<file path="config.mk">
export PLATFORM = sky130hd
export DESIGN_NAME = clint_subsys
export DESIGN_NICKNAME = d
export VERILOG_FILES = /design/src/design/clint_pkg.sv /design/src/design/dbus_pkg.sv /design/src/design/clint_subsys.sv /design/src/design/clint.sv /design/src/design/dbus_periph_decoder.sv
export SDC_FILE = /design/constraint.sdc
export NUM_CORES = 1
export LEC_CHECK = 0
export ABC_CLOCK_PERIOD_IN_PS = 3100
export CAP_MARGIN = 40
export CORE_MARGIN = 2
export CORE_UTILIZATION = 60
export CTS_BUF_LIST = sky130_fd_sc_hd__clkbuf_4 sky130_fd_sc_hd__clkbuf_8
export CTS_CLUSTER_SIZE = 8
export DETAILED_ROUTE_END_ITERATION = 6
export DONT_BUFFER_PORTS = 1
export GPL_TIMING_DRIVEN = 0
export HOLD_SLACK_MARGIN = 0.1
export PLACE_DENSITY = 0.76
export SETUP_SLACK_MARGIN = 0.3
export SKIP_CTS_REPAIR_TIMING = 1
export SYNTH_ARGS = -nofsm -noshare
export SYNTH_HDL_FRONTEND = slang
export SYNTH_SLANG_ARGS = --single-unit
</file>
<file path="constraint.sdc">
create_clock -name clk -period 3.1 [get_ports clk]
set_input_delay 0.31 -clock clk [delete_from_list [all_inputs] [get_ports clk]]
set_output_delay 0.31 -clock clk [all_outputs]
set_load 0.005 [all_outputs]
</file>
<file path="src/design/clint_pkg.sv">
// --------------------------------------
// CLINT definitions
// Register word offsets, timer width and
// reset values of the timer registers
// --------------------------------------
package clint_pkg;

    // Machine timer width
    localparam int unsigned MTIME_W = 64;

    // Timer reset values
    // mtimecmp all ones keeps the timer interrupt off
    localparam logic [MTIME_W-1:0] MTIME_RST    = '0;
    localparam logic [MTIME_W-1:0] MTIMECMP_RST = '1;

    // --------------------------------------
    // Register map, word offset from addr[5:2]
    // --------------------------------------
    typedef enum logic [3:0] {
        CLINT_MSIP        = 4'd0,
        CLINT_MTIMECMP_LO = 4'd2,
        CLINT_MTIMECMP_HI = 4'd3,
        CLINT_MTIME_LO    = 4'd4,
        CLINT_MTIME_HI    = 4'd5
    } clint_reg_e;

endpackage

</file>
<file path="src/design/dbus_pkg.sv">
// --------------------------------------
// Data-bus definitions
// Request and response structs for the core data bus
// and the peripheral address map
// --------------------------------------
package dbus_pkg;

    // Bus widths
    localparam int unsigned DBUS_AW = 32;
    localparam int unsigned DBUS_DW = 32;

    // --------------------------------------
    // Peripheral address map
    // --------------------------------------

    // CLINT occupies a 64-byte window
    localparam logic [DBUS_AW-1:0] CLINT_BASE = 32'h0200_0000;
    localparam logic [DBUS_AW-1:0] CLINT_MASK = 32'hffff_ffc0;

    // Request from the core, held until ack
    typedef struct packed {
        logic [DBUS_AW-1:0] addr;
        logic [DBUS_DW-1:0] w_data;
        logic               w_en;
        logic               cyc;
    } dbus_req_s;

    // Response back to the core
    // r_data is zero unless ack on a read
    typedef struct packed {
        logic [DBUS_DW-1:0] r_data;
        logic               ack;
        logic               err;
    } dbus_rsp_s;

endpackage
</file>
<file path="src/design/clint_subsys.sv">
`timescale 1ns/1ps
// --------------------------------------
// CLINT subsystem top
// Peripheral decoder in front of the CLINT
// --------------------------------------
module clint_subsys (
    input  logic                clk,
    input  logic                rst_n,

    // Data bus from the core
    input  dbus_pkg::dbus_req_s dbus_req_i,
    output dbus_pkg::dbus_rsp_s dbus_rsp_o,

    // Interrupts to the core
    output logic                timer_irq_o,
    output logic                soft_irq_o
);
    import dbus_pkg::*;

    // Decoder to CLINT
    dbus_req_s clint_req;
    dbus_rsp_s clint_rsp;

    // --------------------------------------
    // Address decoder
    // --------------------------------------
    dbus_periph_decoder u_decoder (
        .clk         (clk),
        .rst_n       (rst_n),
        .dbus_req_i  (dbus_req_i),
        .dbus_rsp_o  (dbus_rsp_o),
        .clint_sel_o (),
        .clint_req_o (clint_req),
        .clint_rsp_i (clint_rsp)
    );

    // --------------------------------------
    // Core-local interruptor
    // --------------------------------------
    clint u_clint (
        .clk         (clk),
        .rst_n       (rst_n),
        .dbus_req_i  (clint_req),
        .dbus_rsp_o  (clint_rsp),
        .timer_irq_o (timer_irq_o),
        .soft_irq_o  (soft_irq_o)
    );

endmodule

</file>
<file path="src/design/clint.sv">
`timescale 1ns/1ps
// --------------------------------------
// Core-local interruptor
// mtime, mtimecmp and msip on the data bus,
// timer and software interrupt generation
// --------------------------------------
module clint (
    input  logic                clk,
    input  logic                rst_n,

    // Data bus, already qualified by the decoder
    input  dbus_pkg::dbus_req_s dbus_req_i,
    output dbus_pkg::dbus_rsp_s dbus_rsp_o,

    // Interrupts to the core
    output logic                timer_irq_o,
    output logic                soft_irq_o
);
    import dbus_pkg::*;
    import clint_pkg::*;

    // Bus side
    clint_reg_e         reg_sel;
    logic               rd_req;
    logic               wr_req;
    logic [DBUS_DW-1:0] rd_data;
    logic               ack_q;
    logic [DBUS_DW-1:0] r_data_q;

    // Write flags per register
    logic               msip_wr;
    logic               mtime_lo_wr;
    logic               mtime_hi_wr;
    logic               mtimecmp_lo_wr;
    logic               mtimecmp_hi_wr;

    // Register state
    logic [MTIME_W-1:0] mtime_q;
    logic [MTIME_W-1:0] mtime_d;
    logic [MTIME_W-1:0] mtimecmp_q;
    logic [MTIME_W-1:0] mtimecmp_d;
    logic               msip_q;
    logic               timer_irq_q;

    // --------------------------------------
    // Request qualification
    // --------------------------------------

    // Word offset within the window
    assign reg_sel = clint_reg_e'(dbus_req_i.addr[5:2]);

    // Blocked during own ack so nothing happens twice
    assign rd_req = dbus_req_i.cyc & ~dbus_req_i.w_en & ~ack_q;
    assign wr_req = dbus_req_i.cyc &  dbus_req_i.w_en & ~ack_q;

    // Read mux, unlisted offsets read zero
    always_comb begin
        rd_data = '0;
        case (reg_sel)
            CLINT_MSIP:        rd_data = {{(DBUS_DW-1){1'b0}}, msip_q};
            CLINT_MTIMECMP_LO: rd_data = mtimecmp_q[DBUS_DW-1:0];
            CLINT_MTIMECMP_HI: rd_data = mtimecmp_q[MTIME_W-1:DBUS_DW];
            CLINT_MTIME_LO:    rd_data = mtime_q[DBUS_DW-1:0];
            CLINT_MTIME_HI:    rd_data = mtime_q[MTIME_W-1:DBUS_DW];
            default:           rd_data = '0;
        endcase
    end

    // Write decode, unlisted offsets ignored
    always_comb begin
        msip_wr        = 1'b0;
        mtime_lo_wr    = 1'b0;
        mtime_hi_wr    = 1'b0;
        mtimecmp_lo_wr = 1'b0;
        mtimecmp_hi_wr = 1'b0;
        if (wr_req) begin
            case (reg_sel)
                CLINT_MSIP:        msip_wr        = 1'b1;
                CLINT_MTIMECMP_LO: mtimecmp_lo_wr = 1'b1;
                CLINT_MTIMECMP_HI: mtimecmp_hi_wr = 1'b1;
                CLINT_MTIME_LO:    mtime_lo_wr    = 1'b1;
                CLINT_MTIME_HI:    mtime_hi_wr    = 1'b1;
                default:           ;
            endcase
        end
    end

    // --------------------------------------
    // Timer registers
    // --------------------------------------

    // Half-load on write, otherwise count
    always_comb begin
        if (mtime_lo_wr) begin
            mtime_d = {mtime_q[MTIME_W-1:DBUS_DW], dbus_req_i.w_data};
        end else if (mtime_hi_wr) begin
            mtime_d = {dbus_req_i.w_data, mtime_q[DBUS_DW-1:0]};
        end else begin
            mtime_d = mtime_q + 1'b1;
        end
    end

    // Compare value holds unless written
    always_comb begin
        mtimecmp_d = mtimecmp_q;
        if (mtimecmp_lo_wr) begin
            mtimecmp_d[DBUS_DW-1:0] = dbus_req_i.w_data;
        end
        if (mtimecmp_hi_wr) begin
            mtimecmp_d[MTIME_W-1:DBUS_DW] = dbus_req_i.w_data;
        end
    end

    always_ff @(posedge clk or negedge rst_n) begin
        if (!rst_n) begin
            mtime_q     <= MTIME_RST;
            mtimecmp_q  <= MTIMECMP_RST;
            msip_q      <= 1'b0;
            timer_irq_q <= 1'b0;
        end else begin
            mtime_q     <= mtime_d;
            mtimecmp_q  <= mtimecmp_d;
            // Only bit 0 of msip is implemented
            if (msip_wr) begin
                msip_q <= dbus_req_i.w_data[0];
            end
            // Registered compare, one cycle behind
            timer_irq_q <= (mtime_q >= mtimecmp_q);
        end
    end

    // --------------------------------------
    // Bus response
    // --------------------------------------

    // Single-cycle ack for reads and writes
    always_ff @(posedge clk or negedge rst_n) begin
        if (!rst_n) begin
            ack_q    <= 1'b0;
            r_data_q <= '0;
        end else begin
            ack_q    <= rd_req | wr_req;
            r_data_q <= rd_req ? rd_data : '0;
        end
    end

    // CLINT never reports an error
    always_comb begin
        dbus_rsp_o        = '0;
        dbus_rsp_o.r_data = r_data_q;
        dbus_rsp_o.ack    = ack_q;
    end

    assign timer_irq_o = timer_irq_q;
    assign soft_irq_o  = msip_q;

endmodule

</file>
<file path="src/design/dbus_periph_decoder.sv">
`timescale 1ns/1ps
// --------------------------------------
// Data-bus peripheral decoder
// Selects the CLINT by address, steers its response
// to the core, answers unmapped requests with err
// --------------------------------------
module dbus_periph_decoder (
    input  logic                clk,
    input  logic                rst_n,

    // Core side
    input  dbus_pkg::dbus_req_s dbus_req_i,
    output dbus_pkg::dbus_rsp_s dbus_rsp_o,

    // CLINT side
    output logic                clint_sel_o,
    output dbus_pkg::dbus_req_s clint_req_o,
    input  dbus_pkg::dbus_rsp_s clint_rsp_i
);
    import dbus_pkg::*;

    logic      unmapped_cyc;
    logic      err_ack_q;
    dbus_rsp_s err_rsp;

    // --------------------------------------
    // Address decode
    // --------------------------------------

    // CLINT window match
    assign clint_sel_o = ((dbus_req_i.addr & CLINT_MASK) == CLINT_BASE);

    // Forward request, cyc only when selected
    always_comb begin
        clint_req_o     = dbus_req_i;
        clint_req_o.cyc = dbus_req_i.cyc & clint_sel_o;
    end

    // Active cycle outside every mapped region
    assign unmapped_cyc = dbus_req_i.cyc & ~clint_sel_o;

    // --------------------------------------
    // Error response for unmapped requests
    // --------------------------------------

    // One-cycle error ack, same latency as CLINT
    // No re-ack while own ack is set
    always_ff @(posedge clk or negedge rst_n) begin
        if (!rst_n) begin
            err_ack_q <= 1'b0;
        end else begin
            err_ack_q <= unmapped_cyc & ~err_ack_q;
        end
    end

    // Error response carries no data
    always_comb begin
        err_rsp        = '0;
        err_rsp.ack    = err_ack_q;
        err_rsp.err    = err_ack_q;
    end

    // --------------------------------------
    // Response steering
    // --------------------------------------

    // Request is held through its ack cycle,
    // so the live select picks the responder
    always_comb begin
        if (clint_sel_o) begin
            dbus_rsp_o = clint_rsp_i;
        end else begin
            dbus_rsp_o = err_rsp;
        end
    end

endmodule

</file>
* Yosys cells after proc, flatten, opt, wreduce, memory -nomap -nowiden
Cells that the tools add are included.
Word-level totals: register bits 164, output and inout port bits 36, input port bits 68
Cells by class: add/sub/neg operators 1, bitwise logic cells 12, multiplexer cells 15, equality and inequality tests 6, reduce and logical (&&, ||, !) cells 1, $lt $le $gt $ge 1
Operators with widths (number):
- one-hot mux 32 bit (5 select lines) | 1
- adder 64 x 1 -> 64 bit, second input constant | 1
- greater-or-equal comparator 64 bit | 1
- 2-to-1 mux 32 bit | 2
- 2-to-1 mux 64 bit | 1
- 2-to-1 mux 34 bit | 1
- == test 26 x 20 -> 1 bit, second input constant | 1
- 2-to-1 mux 1 bit | 10
- == test 4 x 2 -> 1 bit, second input constant | 2
- == test 4 x 3 -> 1 bit, second input constant | 2
- bitwise AND 1 bit | 7
- logical NOT 4 bit | 1
- NOT 1 bit | 4
- != test 2 x 1 -> 1 bit, second input constant | 1
- OR 1 bit | 1

* Longest topological paths before layout
Gate-level depths: netlist of run 1.
depth in word-level cells 7, mapped depth 10

* Hierarchy
A second synthesis of run 1 with hierarchy kept.
Unflattened totals: cells, all modules 1252, area total of the unflattened synthesis 10762.8 um^2
By module, submodules not included:
- clint | cells each 1137, area an instance 9897.0 um^2, sequential area each 4159.0 um^2, instances 1
- dbus_periph_decoder | cells each 115, area an instance 865.8 um^2, sequential area each 25.0 um^2, instances 1

* Worst setup path before layout of run 1
Ideal clock, no wire load.
path kind register to register, start register u_clint.mtime_q[41], end register u_clint.mtime_q[62], stages on the path, launching flop included 8, slack 0.791 ns, path buffers 1, arrival 2.175 ns, setup time 0.133 ns, path through dfrtp_1 nand4_1 or4_4 or3_1 buf_6 or4_4 o211ai_1 o211ai_1
Between the ends: longest elaborated chain between the ends 2
Ends and longest elaborated chain:
- from (decl) | line clint.sv:38 | logic [MTIME_W-1:0] mtime_q;
- from (signal assigned) | line clint.sv:121 | mtime_q <= mtime_d;
- adder 64 x 1 -> 64 bit | line clint.sv:99 | mtime_d = mtime_q + 1'b1;
- 2-to-1 mux 64 bit | line clint.sv:96 | end else if (mtime_hi_wr) begin
Every way passes these cells. The select of a mux whose other input is x is not followed. A chain may end at the register's enable or synchronous reset.

* Worst setup path in the final report of run 1
start register u_clint.mtime_q[1], end register u_clint.mtime_q[62]
The elaborated chain is that of the path after synthesis.

==> results of run 1 <==
worst paths after layout:
| check | from | end | slack, ns | cells past startpoint |
|---|---|---|---|---|
| worst max-delay path | u_clint.mtime_q[1]$_DFFE_PN0P_ | u_clint.mtime_q[62]$_DFFE_PN0N_ | 0.44 | 9 |
| worst min-delay path | rst_n | u_clint.r_data_q[9]$_DFF_PN0_ | -0.46 | 0 |
| worst max register to register | u_clint.mtime_q[1]$_DFFE_PN0P_ | u_clint.mtime_q[62]$_DFFE_PN0N_ | 0.44 | 9 |
| worst min register to register | u_decoder.err_ack_q$_DFF_PN0_ | u_decoder.err_ack_q$_DFF_PN0_ | 0.43 | 1 |
| max in group asynchronous | rst_n | u_clint.mtimecmp_q[51]$_DFFE_PN1P_ | 3.21 | 0 |
| min in group clk | dbus_req_i[26] | u_clint.mtimecmp_q[56]$_DFFE_PN1P_ | 0.09 | 2 |
worst max-delay path, cell delays in order, from the launching register on:
cell and delay [ns]:
dfrtp_1 0.46, ha_1 0.24, nand3_1 0.21, nor2_1 0.15
buf_4 0.22, nand4_1 0.24, buf_4 0.24, or4_4 0.49
o211ai_1 0.18, o211ai_1 0.11
power by group:
group          total, mW  leakage [nW]  switching [mW]  internal [mW]
logic              0.106          2.35          0.0619         0.0438
registers           2.14          1.89        0.000364           2.14
clock network       1.60         0.198           0.797          0.801
metal layers:
| metal | share of wire [%] | GRT usage (%) |
|---|---|---|
| met1 | 41 | 49.3 |
| met2 | 45 | 53.4 |
| met3 | 9.8 | 7.74 |
| met4 | 4.1 | 15.9 |
| met5 | 0 | 0 |
layout make-up:
type                       count  area share [%]
timing repair buffer          36            3.15
multi-input combinational    745            47.4
clock inverter                 8           0.918
tap                          220            2.49
sequential                   164            37.9
inverter                      82            2.79
clock buffer                  23            2.70
buffer                        70            2.64
sequential cells by signal (all words and copies together) (netlist names):
signal,cells
u_clint.mtimecmp_q,64
u_clint.mtime_q,64
u_clint.ack_q,1
u_decoder.err_ack_q,1
u_clint.soft_irq_o,1
u_clint.timer_irq_o,1
u_clint.r_data_q,32
cell families after synthesis:
logic type	after synthesis
adders and majority gates	65
and+or+nand+nor	319
buffers and inverters	152
muxes	63
DFF	164
AOI/OAI and AO/OA	298
synthesized netlist by cell type (3+ instances only):
master / count / area, um^2
dfrtp_1: 100 / 2500
a21oi_1: 89 / 445
inv_1: 82 / 308
nor2_1: 71 / 267
ha_1: 65 / 813
dfstp_2: 64 / 1680
a22oi_1: 63 / 473
mux2_2: 61 / 687
clkbuf_1: 58 / 218
and3_1: 57 / 357
nand2_1: 47 / 176
o21ai_0: 43 / 215
nor3_1: 32 / 160
nand4_1: 31 / 194
nand3_1: 29 / 145
a211oi_1: 25 / 188
a21o_1: 17 / 128
nor4_1: 16 / 100
and4_1: 9 / 78.8
buf_2: 8 / 40.0
o211ai_1: 6 / 45.0
o22ai_1: 6 / 37.5
o31ai_1: 6 / 45.0
and2_1: 5 / 31.3
a211o_1: 4 / 35.0
nor2b_1: 4 / 25.0
o32ai_1: 4 / 35.0
a221o_1: 3 / 30.0
a311oi_1: 3 / 26.3
nor3b_1: 3 / 22.5
o221a_2: 3 / 33.8
o221ai_1: 3 / 26.3
stage by stage:
step / worst slack, ns / TNS [ns] / utilization (%) / power (mW)
final: 0.439 / 0 / 67.3 / 3.85
after global routing: 0.303 / 0 / 67.3 / 3.94
after CTS: -0.100 / -0.100 / 64.9 / 3.80
after detailed placement: 0.00157 / 0 / 62.5 / 2.23
after global placement: -0.208 / -1.59 / 62.5 / 2.23
after floorplan: 0.791 / 0 / - / 2.22
==> summary.txt, run 1 <==
Global routing
  • Tot GR Track Use: ~35%
  • Initial antenna violation count: 0
  • Vias in the first global route: about 8400
  • Remaining Overflow, GRT: 0
  • Largest net degree at the start of global routing: 165
  • First-pass GRT wire length: about 48000 um

Clocking
  • Clk sink count: 164
  • Clock root cell: clkbuf_8
  • Reg clk slew, reported paths: 0.09 ns
  • CTS tree: done
  • H-Tree Depth: 4
  • Clk Latency, worst-skew pair: 0.46 ns
  • TritonCTS Buffers: 17
  • CTS Buffer Depth: 2

Synth
  • Largest family of logic cells by synthesized area: compound AO/OA/AOI/OAI gates
  • Net count after synthesis: 1194
  • Asr flop ratio synth: 100%
  • Synth Area in Compound Gates: 19.8%
  • Synth cell types: 62
  • Ys flop type: dfrtp_1
  • Adder and majority gate portion of the synthesized area: 8.16%
  • Mux share of post-synthesis cell area: 7.09%
  • Mapped Area: about 10000 um^2
  • Ys Warns: 0
  • Cells after Synth: 1061
  • Post-synthesis sequential area ratio: between 40% and 50%
  • Number of enable flip-flop cells after synthesis: 0
  • Synthesis-stage register bit count: 164
  • Xor and xnor area share after synthesis: 0%
  • Simple-Gate Fraction of Synth Area: about 17%
  • Syn_area_per_cell: between 9 and 10 um^2

Layout
  • Most frequent cells in the layout: dfrtp_1 (99), a21oi_1 (89), inv_1 (82)
  • Seq. cell area: 4190 um^2
  • Share of cells above drive strength 1: 16.9%
  • Final nets: 1249
  • Non-Filler Instances: between 1000 and 1500
  • Area taken by multi-input logic gates: ~5200 um^2
  • Fillers: 1372
  • Diodes inserted: 0
  • P&R area growth vs syn: 10.7%
  • Leading cell type in the layout, fill and taps excluded: dfrtp_1
  • Design Area, Final: 11000 um^2

Timing
  • Hold WS: -0.457 ns
  • Least-Margin Pin Slew: 0.899 ns
  • Minimum clock period: roughly 2.7 ns
  • Relative slew slack: 40.1%
  • Final Max Tran Viols: 0
  • RSZ-0062 raised after global routing: no
  • Final setup fails: 0
  • Maximum clock frequency: 0.376 GHz
  • Crit share post-route: a little under nine tenths
  • Fin. Hold Viols: 164
  • Final Skew: 0.0102 ns

Drt
  • Via Count: 9075
  • DR WL/cell: approximately 23 um
  • Starting DRT DRC Count: 1061
  • Drt first pass iters: 7
  • DR DRC count: 1
  • ANT nets after route: 0
  • Post-DR vias/cell: 6.73
  • Total detailed-routing wirelength: 31000 um

Place
  • Port Buffers: 0
  • DP Area: 10300 um^2
  • RePlAce Congestion: 0.966
  • Placed cell count: 1282
  • Final HPWL DP: 21600 um

Worst hold path
  • Worst hold path class: in2async

Outcome
  • Violated checks: design-rule violations, negative hold slack
  • Outcome: finished, violations left

Power
  • VDD IR max: 0.000229 V
  • Leakage Power: 4.43 nW
  • Power density cells: 349 nW/um^2

Floorplanning
  • Std cell rows: 47
  • DIE WIDTH: 133 um
  • Die Footprint: 17700 um^2
  • Core area: about 16000 um^2
  • Initial core utilization: 60.8%
  • Ports: 104
  • Die Y-Extent: approximately 130 um

Run
  • Max Cap Viol: 0

Worst setup path
  • Worst EP arrival: 3.00 ns
  • Max FO, Critical Path: 9
  • CP Capture Type: flop
  • Crit path kind: reg2reg
  • CP required: 3.44 ns
  • Startpoint type of the worst setup path: flop
(Power assumes the default switching activity.)
==> inputs of run 2 (changes only) <==
--- a/config.mk
+++ b/config.mk
@@ -7,6 +7,7 @@
 export LEC_CHECK = 0
 export ABC_CLOCK_PERIOD_IN_PS = 3100
 export CAP_MARGIN = 40
+export CORE_ASPECT_RATIO = 1.5
 export CORE_MARGIN = 2
 export CORE_UTILIZATION = 60
 export CTS_BUF_LIST = sky130_fd_sc_hd__clkbuf_4 sky130_fd_sc_hd__clkbuf_8
==> summary.txt, run 2 (synthesis gave the netlist of run 1 again) <==
Place
  • RePlAce Congestion: 0.962 (was 0.966)
  • Place WS: -0.268 ns (was 0.00157 ns)
  • DP Area: 10200 um^2 (was 10300 um^2)
  • Port Buffers: 0 (unchanged)
  • Final HPWL DP: 22700 um (was 21600 um)

Floorplanning
  • DIE WIDTH: 109 um (was 133 um)
  • Die Y-Extent: 162 um (was 133 um)
  • Initial core utilization: 61.3% (was 60.8%)
  • Die Footprint: 17700 um^2 (about the same)
  • Std cell rows: 57 (was 47)
  • Ports: 104 (unchanged)
  • Core area: 16300 um^2 (was 16400 um^2)

Drt
  • Total detailed-routing wirelength: 32000 um (was 31000 um)
  • Post-DR vias/cell: 6.80 (was 6.73)
  • ANT nets after route: 0 (unchanged)
  • DR WL/cell: 23.9 um (was 23.0 um)
  • DR DRC count: 0 (was 1)
  • Starting DRT DRC Count: 884 (was 1061)
  • Via Count: 9095 (was 9075)
  • Drt first pass iters: 6 (was 7)

Worst setup path
  • CP required: 3.47 ns (was 3.44 ns)
  • Crit path kind: reg2reg (unchanged)
  • Worst reg2reg path startpoint: u_clint.mtimecmp_q[30]$_DFFE_PN1P_ (was u_clint.mtime_q[1]$_DFFE_PN0P_)
  • CP Cell Sequence: inv_1 > ha_1 > nand4_1 > nor3_1 > nand2_1 > o211ai_1 > a41oi_1 > o211ai_1 (was ha_1 > nand3_1 > nor2_1 > buf_4 > nand4_1 > buf_4 > or4_4 > o211ai_1 > o211ai_1)
  • Max FO, Critical Path: 3 (was 9)
  • CP max stage cell: nor3_1 (was or4_4)
  • R2R Setup Slk: 0.41 ns (was 0.44 ns)
  • Capturing point of the worst reg2reg path: u_clint.timer_irq_o$_DFF_PN0_ (was u_clint.mtime_q[62]$_DFFE_PN0N_)
  • Most frequent cell on the critical path: o211ai_1
  • Peak per-stage delay on the critical path: 0.65 ns (was 0.49 ns)
  • Startpoint type of the worst setup path: flop (unchanged)
  • CP Capture Type: flop (unchanged)
  • Worst EP arrival: 3.06 ns (was 3.00 ns)
  • Worst r2r path cells: 8 (was 9)

Power
  • VDD IR max: 0.000367 V (was 0.000229 V)
  • Leakage Power: 4.47 nW (was 4.43 nW)
  • Power density cells: 356 nW/um^2 (was 349 nW/um^2)
  • Overall power: 3.94 mW (was 3.85 mW)

Clocking
  • CTS Buffer Depth: 2 (unchanged)
  • Clock root cell: clkbuf_8 (unchanged)
  • TritonCTS Buffers: 17 (unchanged)
  • Clk sink count: 164 (unchanged)
  • CTS tree: done (unchanged)
  • Clk Latency, worst-skew pair: 0.48 ns (was 0.46 ns)
  • Reg clk slew, reported paths: 0.09 ns (about the same)
  • H-Tree Depth: 4 (unchanged)

Global routing
  • Grt met1 use: 44.2% (was 49.3%)
  • Initial antenna violation count: 0 (unchanged)
  • First-pass GRT wire length: 48700 um (was 47900 um)
  • Vias in the first global route: 8688 (was 8390)
  • GRT met3 Usage: 6.62% (was 7.74%)
  • Grt peak-use layer: met2 (unchanged)
  • Remaining Overflow, GRT: 0 (unchanged)
  • Largest net degree at the start of global routing: 165 (unchanged)
  • Met2 GRT Util: 61.1% (was 53.4%)
  • Tot GR Track Use: 37.0% (was 35.5%)

Run
  • Max Cap Viol: 0 (unchanged)

Timing
  • Least-Margin Pin Slew: 0.884 ns (was 0.899 ns)
  • Final Max Tran Viols: 0 (unchanged)
  • Relative slew slack: 41.1% (was 40.1%)
  • Maximum clock frequency: 0.372 GHz (was 0.376 GHz)
  • Setup ws final: 0.411 ns (was 0.439 ns)
  • Fin. Hold Viols: 164 (unchanged)
  • RSZ-0062 raised after global routing: no (unchanged)
  • Minimum clock period: 2.69 ns (was 2.66 ns)
  • Final setup fails: 0 (unchanged)
  • Final Skew: 0.0135 ns (was 0.0102 ns)
  • Crit share post-route: 86.7% (was 85.8%)
  • Hold WS: -0.474 ns (was -0.457 ns)

Worst hold path
  • Worst hold path class: in2async (unchanged)

Layout
  • P&R area growth vs syn: 11.0% (was 10.7%)
  • Diodes inserted: 0 (unchanged)
  • Most frequent cells in the layout: dfrtp_1 (100), a21oi_1 (89), inv_1 (82) (was dfrtp_1 (99), a21oi_1 (89), inv_1 (82))
  • Final nets: 1251 (was 1249)
  • Final Core Density: 68.0% (was 67.3%)
  • Share of cells above drive strength 1: 17.2% (was 16.9%)
  • Largest regs: u_clint.mtime_q: 64 flops, u_clint.mtimecmp_q: 64 flops, u_clint.r_data_q: 32 flops (unchanged)
  • Design Area, Final: 11100 um^2 (was 11000 um^2)
  • Leading cell type in the layout, fill and taps excluded: dfrtp_1 (unchanged)

Outcome
  • Violated checks: negative hold slack (was design-rule violations, negative hold slack)
  • Outcome: finished, violations left (unchanged)
-- run 2: cell count changes in the layout (fill, tap and decap cells not counted), moves of 2 or more --
cell           delta
dlygate4sd3_1     +2
inv_6             +2
clkbuf_4          -2
clkbuf_2          +4
clkbuf_1          -2
-- run 2: final cells by class --
type | instances | area [um^2]
multi-input cells | 745 | 5230
fillers | 1326 | 5200
flip-flops and latches | 164 | 4180
repair buffers | 38 | 368
inverters | 82 | 308
plain buffers | 70 | 295
clock buffers | 20 | 269
well taps | 206 | 258
clock inverters | 12 | 154
-- run 2: how the worst max path moves through the flow --
stage                                             from                              end  slack [ns]  depth (start not counted)
floorplan              u_clint.mtime_q[41]$_DFFE_PN0N_  u_clint.mtime_q[62]$_DFFE_PN0N_        0.79                          7
global placement        u_clint.mtime_q[1]$_DFFE_PN0P_  u_clint.mtime_q[60]$_DFFE_PN0N_       -0.23                          8
detailed placement      u_clint.mtime_q[1]$_DFFE_PN0P_  u_clint.mtime_q[62]$_DFFE_PN0N_       -0.27                          8
CTS                     u_clint.mtime_q[1]$_DFFE_PN0P_  u_clint.mtime_q[62]$_DFFE_PN0N_       -0.29                          8
global route           u_clint.mtime_q[32]$_DFFE_PN0N_  u_clint.mtime_q[57]$_DFFE_PN0N_        0.32                          8
finish              u_clint.mtimecmp_q[30]$_DFFE_PN1P_    u_clint.timer_irq_o$_DFF_PN0_        0.41                          8
-- run 2: power breakdown --
group / switching (mW) / internal [mW]
Clock: 0.840 / 0.850
Sequential: 0.000440 / 2.14
Combinational: 0.0631 / 0.0454
-- run 2: through the flow --
step | cells | setup TNS (ns)
after floorplan | 1061 | 0
after global routing | 1337 | 0
after detailed placement | 1267 | -1.44
after CTS | 1299 | -1.71
final | 1337 | 0
after global placement | 1267 | -1.05
-- run 2: routing by layer --
| metal | routed length, um | up-vias |
|---|---|---|
| li1 | - | 4052 |
| met1 | 11800 | 4394 |
| met2 | 16000 | 506 |
| met3 | 2220 | 143 |
| met4 | 2070 | 0 |
| met5 | 0 | - |
-- run 2: worst max-delay path: cells and delay by family (launching register included) --
kind / cells / cell delay [ns]
DFF: 1 / 0.55
and+or+nand+nor: 3 / 0.98
buffers and inverters: 1 / 0.04
adders and majority gates: 1 / 0.29
AOI/OAI and AO/OA: 3 / 0.71
==> inputs of run 3 (changes only) <==
--- a/config.mk
+++ b/config.mk
@@ -16,7 +16,7 @@
 export DONT_BUFFER_PORTS = 1
 export GPL_TIMING_DRIVEN = 0
 export HOLD_SLACK_MARGIN = 0.1
-export PLACE_DENSITY = 0.76
+export PLACE_DENSITY = 0.87
 export SETUP_SLACK_MARGIN = 0.3
 export SKIP_CTS_REPAIR_TIMING = 1
 export SYNTH_ARGS = -nofsm -noshare
==> summary.txt, run 3 (synthesis gave the netlist of run 1 again) <==
Layout
  • Largest regs: u_clint.mtime_q: 64 flops, u_clint.mtimecmp_q: 64 flops, u_clint.r_data_q: 32 flops (unchanged)
  • Share of cells above drive strength 1: 17.0% (was 17.2%)
  • Non-Filler Instances: 1335 (was 1337)
  • Design Area, Final: 11000 um^2 (was 11100 um^2)
  • Leading cell type in the layout, fill and taps excluded: dfrtp_1 (unchanged)
  • Most frequent cells in the layout: dfrtp_1 (100), a21oi_1 (89), inv_1 (82) (unchanged)
  • Final Core Density: 67.8% (was 68.0%)
  • P&R area growth vs syn: 10.5% (was 11.0%)
  • Final nets: 1249 (was 1251)
  • Diodes inserted: 0 (unchanged)

Clocking
  • Clk Latency, worst-skew pair: 0.49 ns (was 0.48 ns)
  • CTS Buffer Depth: 2 (unchanged)
  • Reg clk slew, reported paths: 0.09 ns (about the same)
  • Clock root cell: clkbuf_8 (unchanged)
  • Clk sink count: 164 (unchanged)
  • CTS tree: done (unchanged)
  • H-Tree Depth: 4 (unchanged)
  • TritonCTS Buffers: 17 (unchanged)

Worst setup path
  • Peak per-stage delay on the critical path: 0.56 ns (was 0.65 ns)
  • Capturing point of the worst reg2reg path: u_clint.mtime_q[60]$_DFFE_PN0N_ (was u_clint.timer_irq_o$_DFF_PN0_)
  • Worst EP arrival: 3.13 ns (was 3.06 ns)
  • R2R Setup Slk: 0.40 ns (was 0.41 ns)
  • CP required: 3.51 ns (was 3.47 ns)
  • Startpoint type of the worst setup path: input pin (was flop)
  • CP max stage cell: clkbuf_1 (was nor3_1)
  • Worst path bufs/invs: 3 (was 1)
  • Critical Path Source: dbus_req_i[63] (was u_clint.mtimecmp_q[30]$_DFFE_PN1P_)
  • CP Capture Type: flop (unchanged)
  • Most frequent cell on the critical path: clkbuf_1 (was o211ai_1)
  • Worst reg2reg path startpoint: u_clint.mtime_q[23]$_DFFE_PN0P_ (was u_clint.mtimecmp_q[30]$_DFFE_PN1P_)
  • CP delay by family, top: buffers and inverters (was simple AND/OR/NAND/NOR gates)
  • CP Cell Sequence: nor4b_1 > and3_1 > clkbuf_1 > and3_1 > clkbuf_1 > nand3_1 > clkbuf_1 > mux2_2 (was inv_1 > ha_1 > nand4_1 > nor3_1 > nand2_1 > o211ai_1 > a41oi_1 > o211ai_1)
  • Max FO, Critical Path: 10 (was 3)
  • Worst r2r path cells: 8 (unchanged)
  • Crit path kind: in2reg (was reg2reg)

Place
  • RePlAce Congestion: 0.981 (was 0.962)
  • Port Buffers: 0 (unchanged)
  • DP Area: 10200 um^2 (unchanged)
  • Placed cell count: 1267 (unchanged)
  • Final HPWL DP: 22900 um (was 22700 um)

Drt
  • ANT nets after route: 0 (unchanged)
  • Total detailed-routing wirelength: 32800 um (was 32000 um)
  • Starting DRT DRC Count: 1028 (was 884)
  • Via Count: 9345 (was 9095)
  • DR DRC count: 1 (was 0)
  • Post-DR vias/cell: 7.00 (was 6.80)
  • DR WL/cell: 24.6 um (was 23.9 um)
  • Drt first pass iters: 7 (was 6)

Timing
  • Relative slew slack: 41.9% (was 41.1%)
  • Fin. Hold Viols: 164 (unchanged)
  • Maximum clock frequency: 0.367 GHz (was 0.372 GHz)
  • Hold WS: -0.488 ns (was -0.474 ns)
  • Final Skew: 0.0148 ns (was 0.0135 ns)
  • RSZ-0062 raised after global routing: no (unchanged)
  • Final setup fails: 0 (unchanged)
  • Least-Margin Pin Slew: 0.872 ns (was 0.884 ns)
  • Final Max Tran Viols: 0 (unchanged)
  • Crit share post-route: 87.8% (was 86.7%)
  • Minimum clock period: 2.72 ns (was 2.69 ns)

Power
  • Logic pwr share: 2.8% (about the same)
  • Sequential share of power: 55.3% (was 54.4%)
  • Power density cells: 352 nW/um^2 (was 356 nW/um^2)
  • Clk pwr share: 41.9% (was 42.9%)
  • Int Pwr: 2.97 mW (was 3.04 mW)
  • VDD IR max: 0.000306 V (was 0.000367 V)
  • Leakage Power: 4.45 nW (was 4.47 nW)
  • Net Sw Frac: 23.5% (was 22.9%)
  • Switching power of the nets: 0.911 mW (was 0.904 mW)

Floorplanning
  • Core area: 16300 um^2 (unchanged)
  • Std cell rows: 57 (unchanged)
  • Die Y-Extent: 162 um (unchanged)
  • DIE WIDTH: 109 um (unchanged)
  • Ports: 104 (unchanged)
  • Initial core utilization: 61.3% (unchanged)
  • Die Footprint: 17700 um^2 (unchanged)

Global routing
  • Largest net degree at the start of global routing: 165 (unchanged)
  • Tot GR Track Use: 37.5% (was 37.0%)
  • First-pass GRT wire length: 49800 um (was 48700 um)
  • Initial antenna violation count: 0 (unchanged)
  • Remaining Overflow, GRT: 0 (unchanged)
  • Vias in the first global route: 9216 (was 8688)

Outcome
  • Outcome: finished, violations left (unchanged)
  • Violated checks: design-rule violations, negative hold slack (was negative hold slack)

Worst hold path
  • Worst hold path class: in2async (unchanged)

Run
  • Max Cap Viol: 0 (unchanged)
==> run 3: metrics by stage <==
stage	worst slack (ns)	TNS [ns]	power [mW]
4_1_cts	-0.134	-0.837	3.82
3_5_place_dp	-0.0736	-0.390	2.23
3_3_place_gp	-0.0361	-0.0717	2.23
6_report	0.378	0	3.88
5_1_grt	0.302	0	3.97
2_1_floorplan	0.791	0	2.22
==> run 3: worst register-to-register path, delay by kind of cell, from the launching register on <==
kind / cells / cell delay (ns)
flip-flops: 1 / 0.49
AND/OR/NAND/NOR: 5 / 1.36
AO/OA/AOI/OAI: 1 / 0.14
buffers and inverters: 2 / 0.59
==> run 3: cell type report <==
type                       count  area (um^2)
timing repair buffer          36          350
multi-input combinational    745         5220
clock buffer                  21          277
inverter                      82          308
fill                        1298         5240
buffer                        70          293
tap                          206          258
sequential                   164         4180
clock inverter                11          128
==> run 3: power by group through the flow <==
stage | Combinational (mW) | Clock, mW | Sequential, mW
6_report | 0.109 | 1.63 | 2.14
5_1_grt | 0.113 | 1.71 | 2.14
4_1_cts | 0.0493 | 1.62 | 2.14
3_5_place_dp | 0.0490 | 0 | 2.18
3_3_place_gp | 0.0484 | 0 | 2.18
2_1_floorplan | 0.0346 | 0 | 2.18
==> run 3: worst max path at each step <==
stage,to,cells past startpoint
floorplan,u_clint.mtime_q[62]$_DFFE_PN0N_,7
global placement,u_clint.mtime_q[60]$_DFFE_PN0N_,8
detailed placement,u_clint.mtime_q[60]$_DFFE_PN0N_,8
CTS,u_clint.mtime_q[60]$_DFFE_PN0N_,8
global route,u_clint.mtime_q[41]$_DFFE_PN0N_,8
finish,u_clint.mtimecmp_q[43]$_DFFE_PN1P_,8
==> run 3: metal layers <==
metal  global-route usage, %  routed length, um  vias to the layer above
met5                       0                  0                        -
met4                    28.0               2660                        0
met3                    8.63               2760                      180
met2                    59.6              16000                      611
met1                    43.5              11400                     4503
li1                        -                  -                     4051
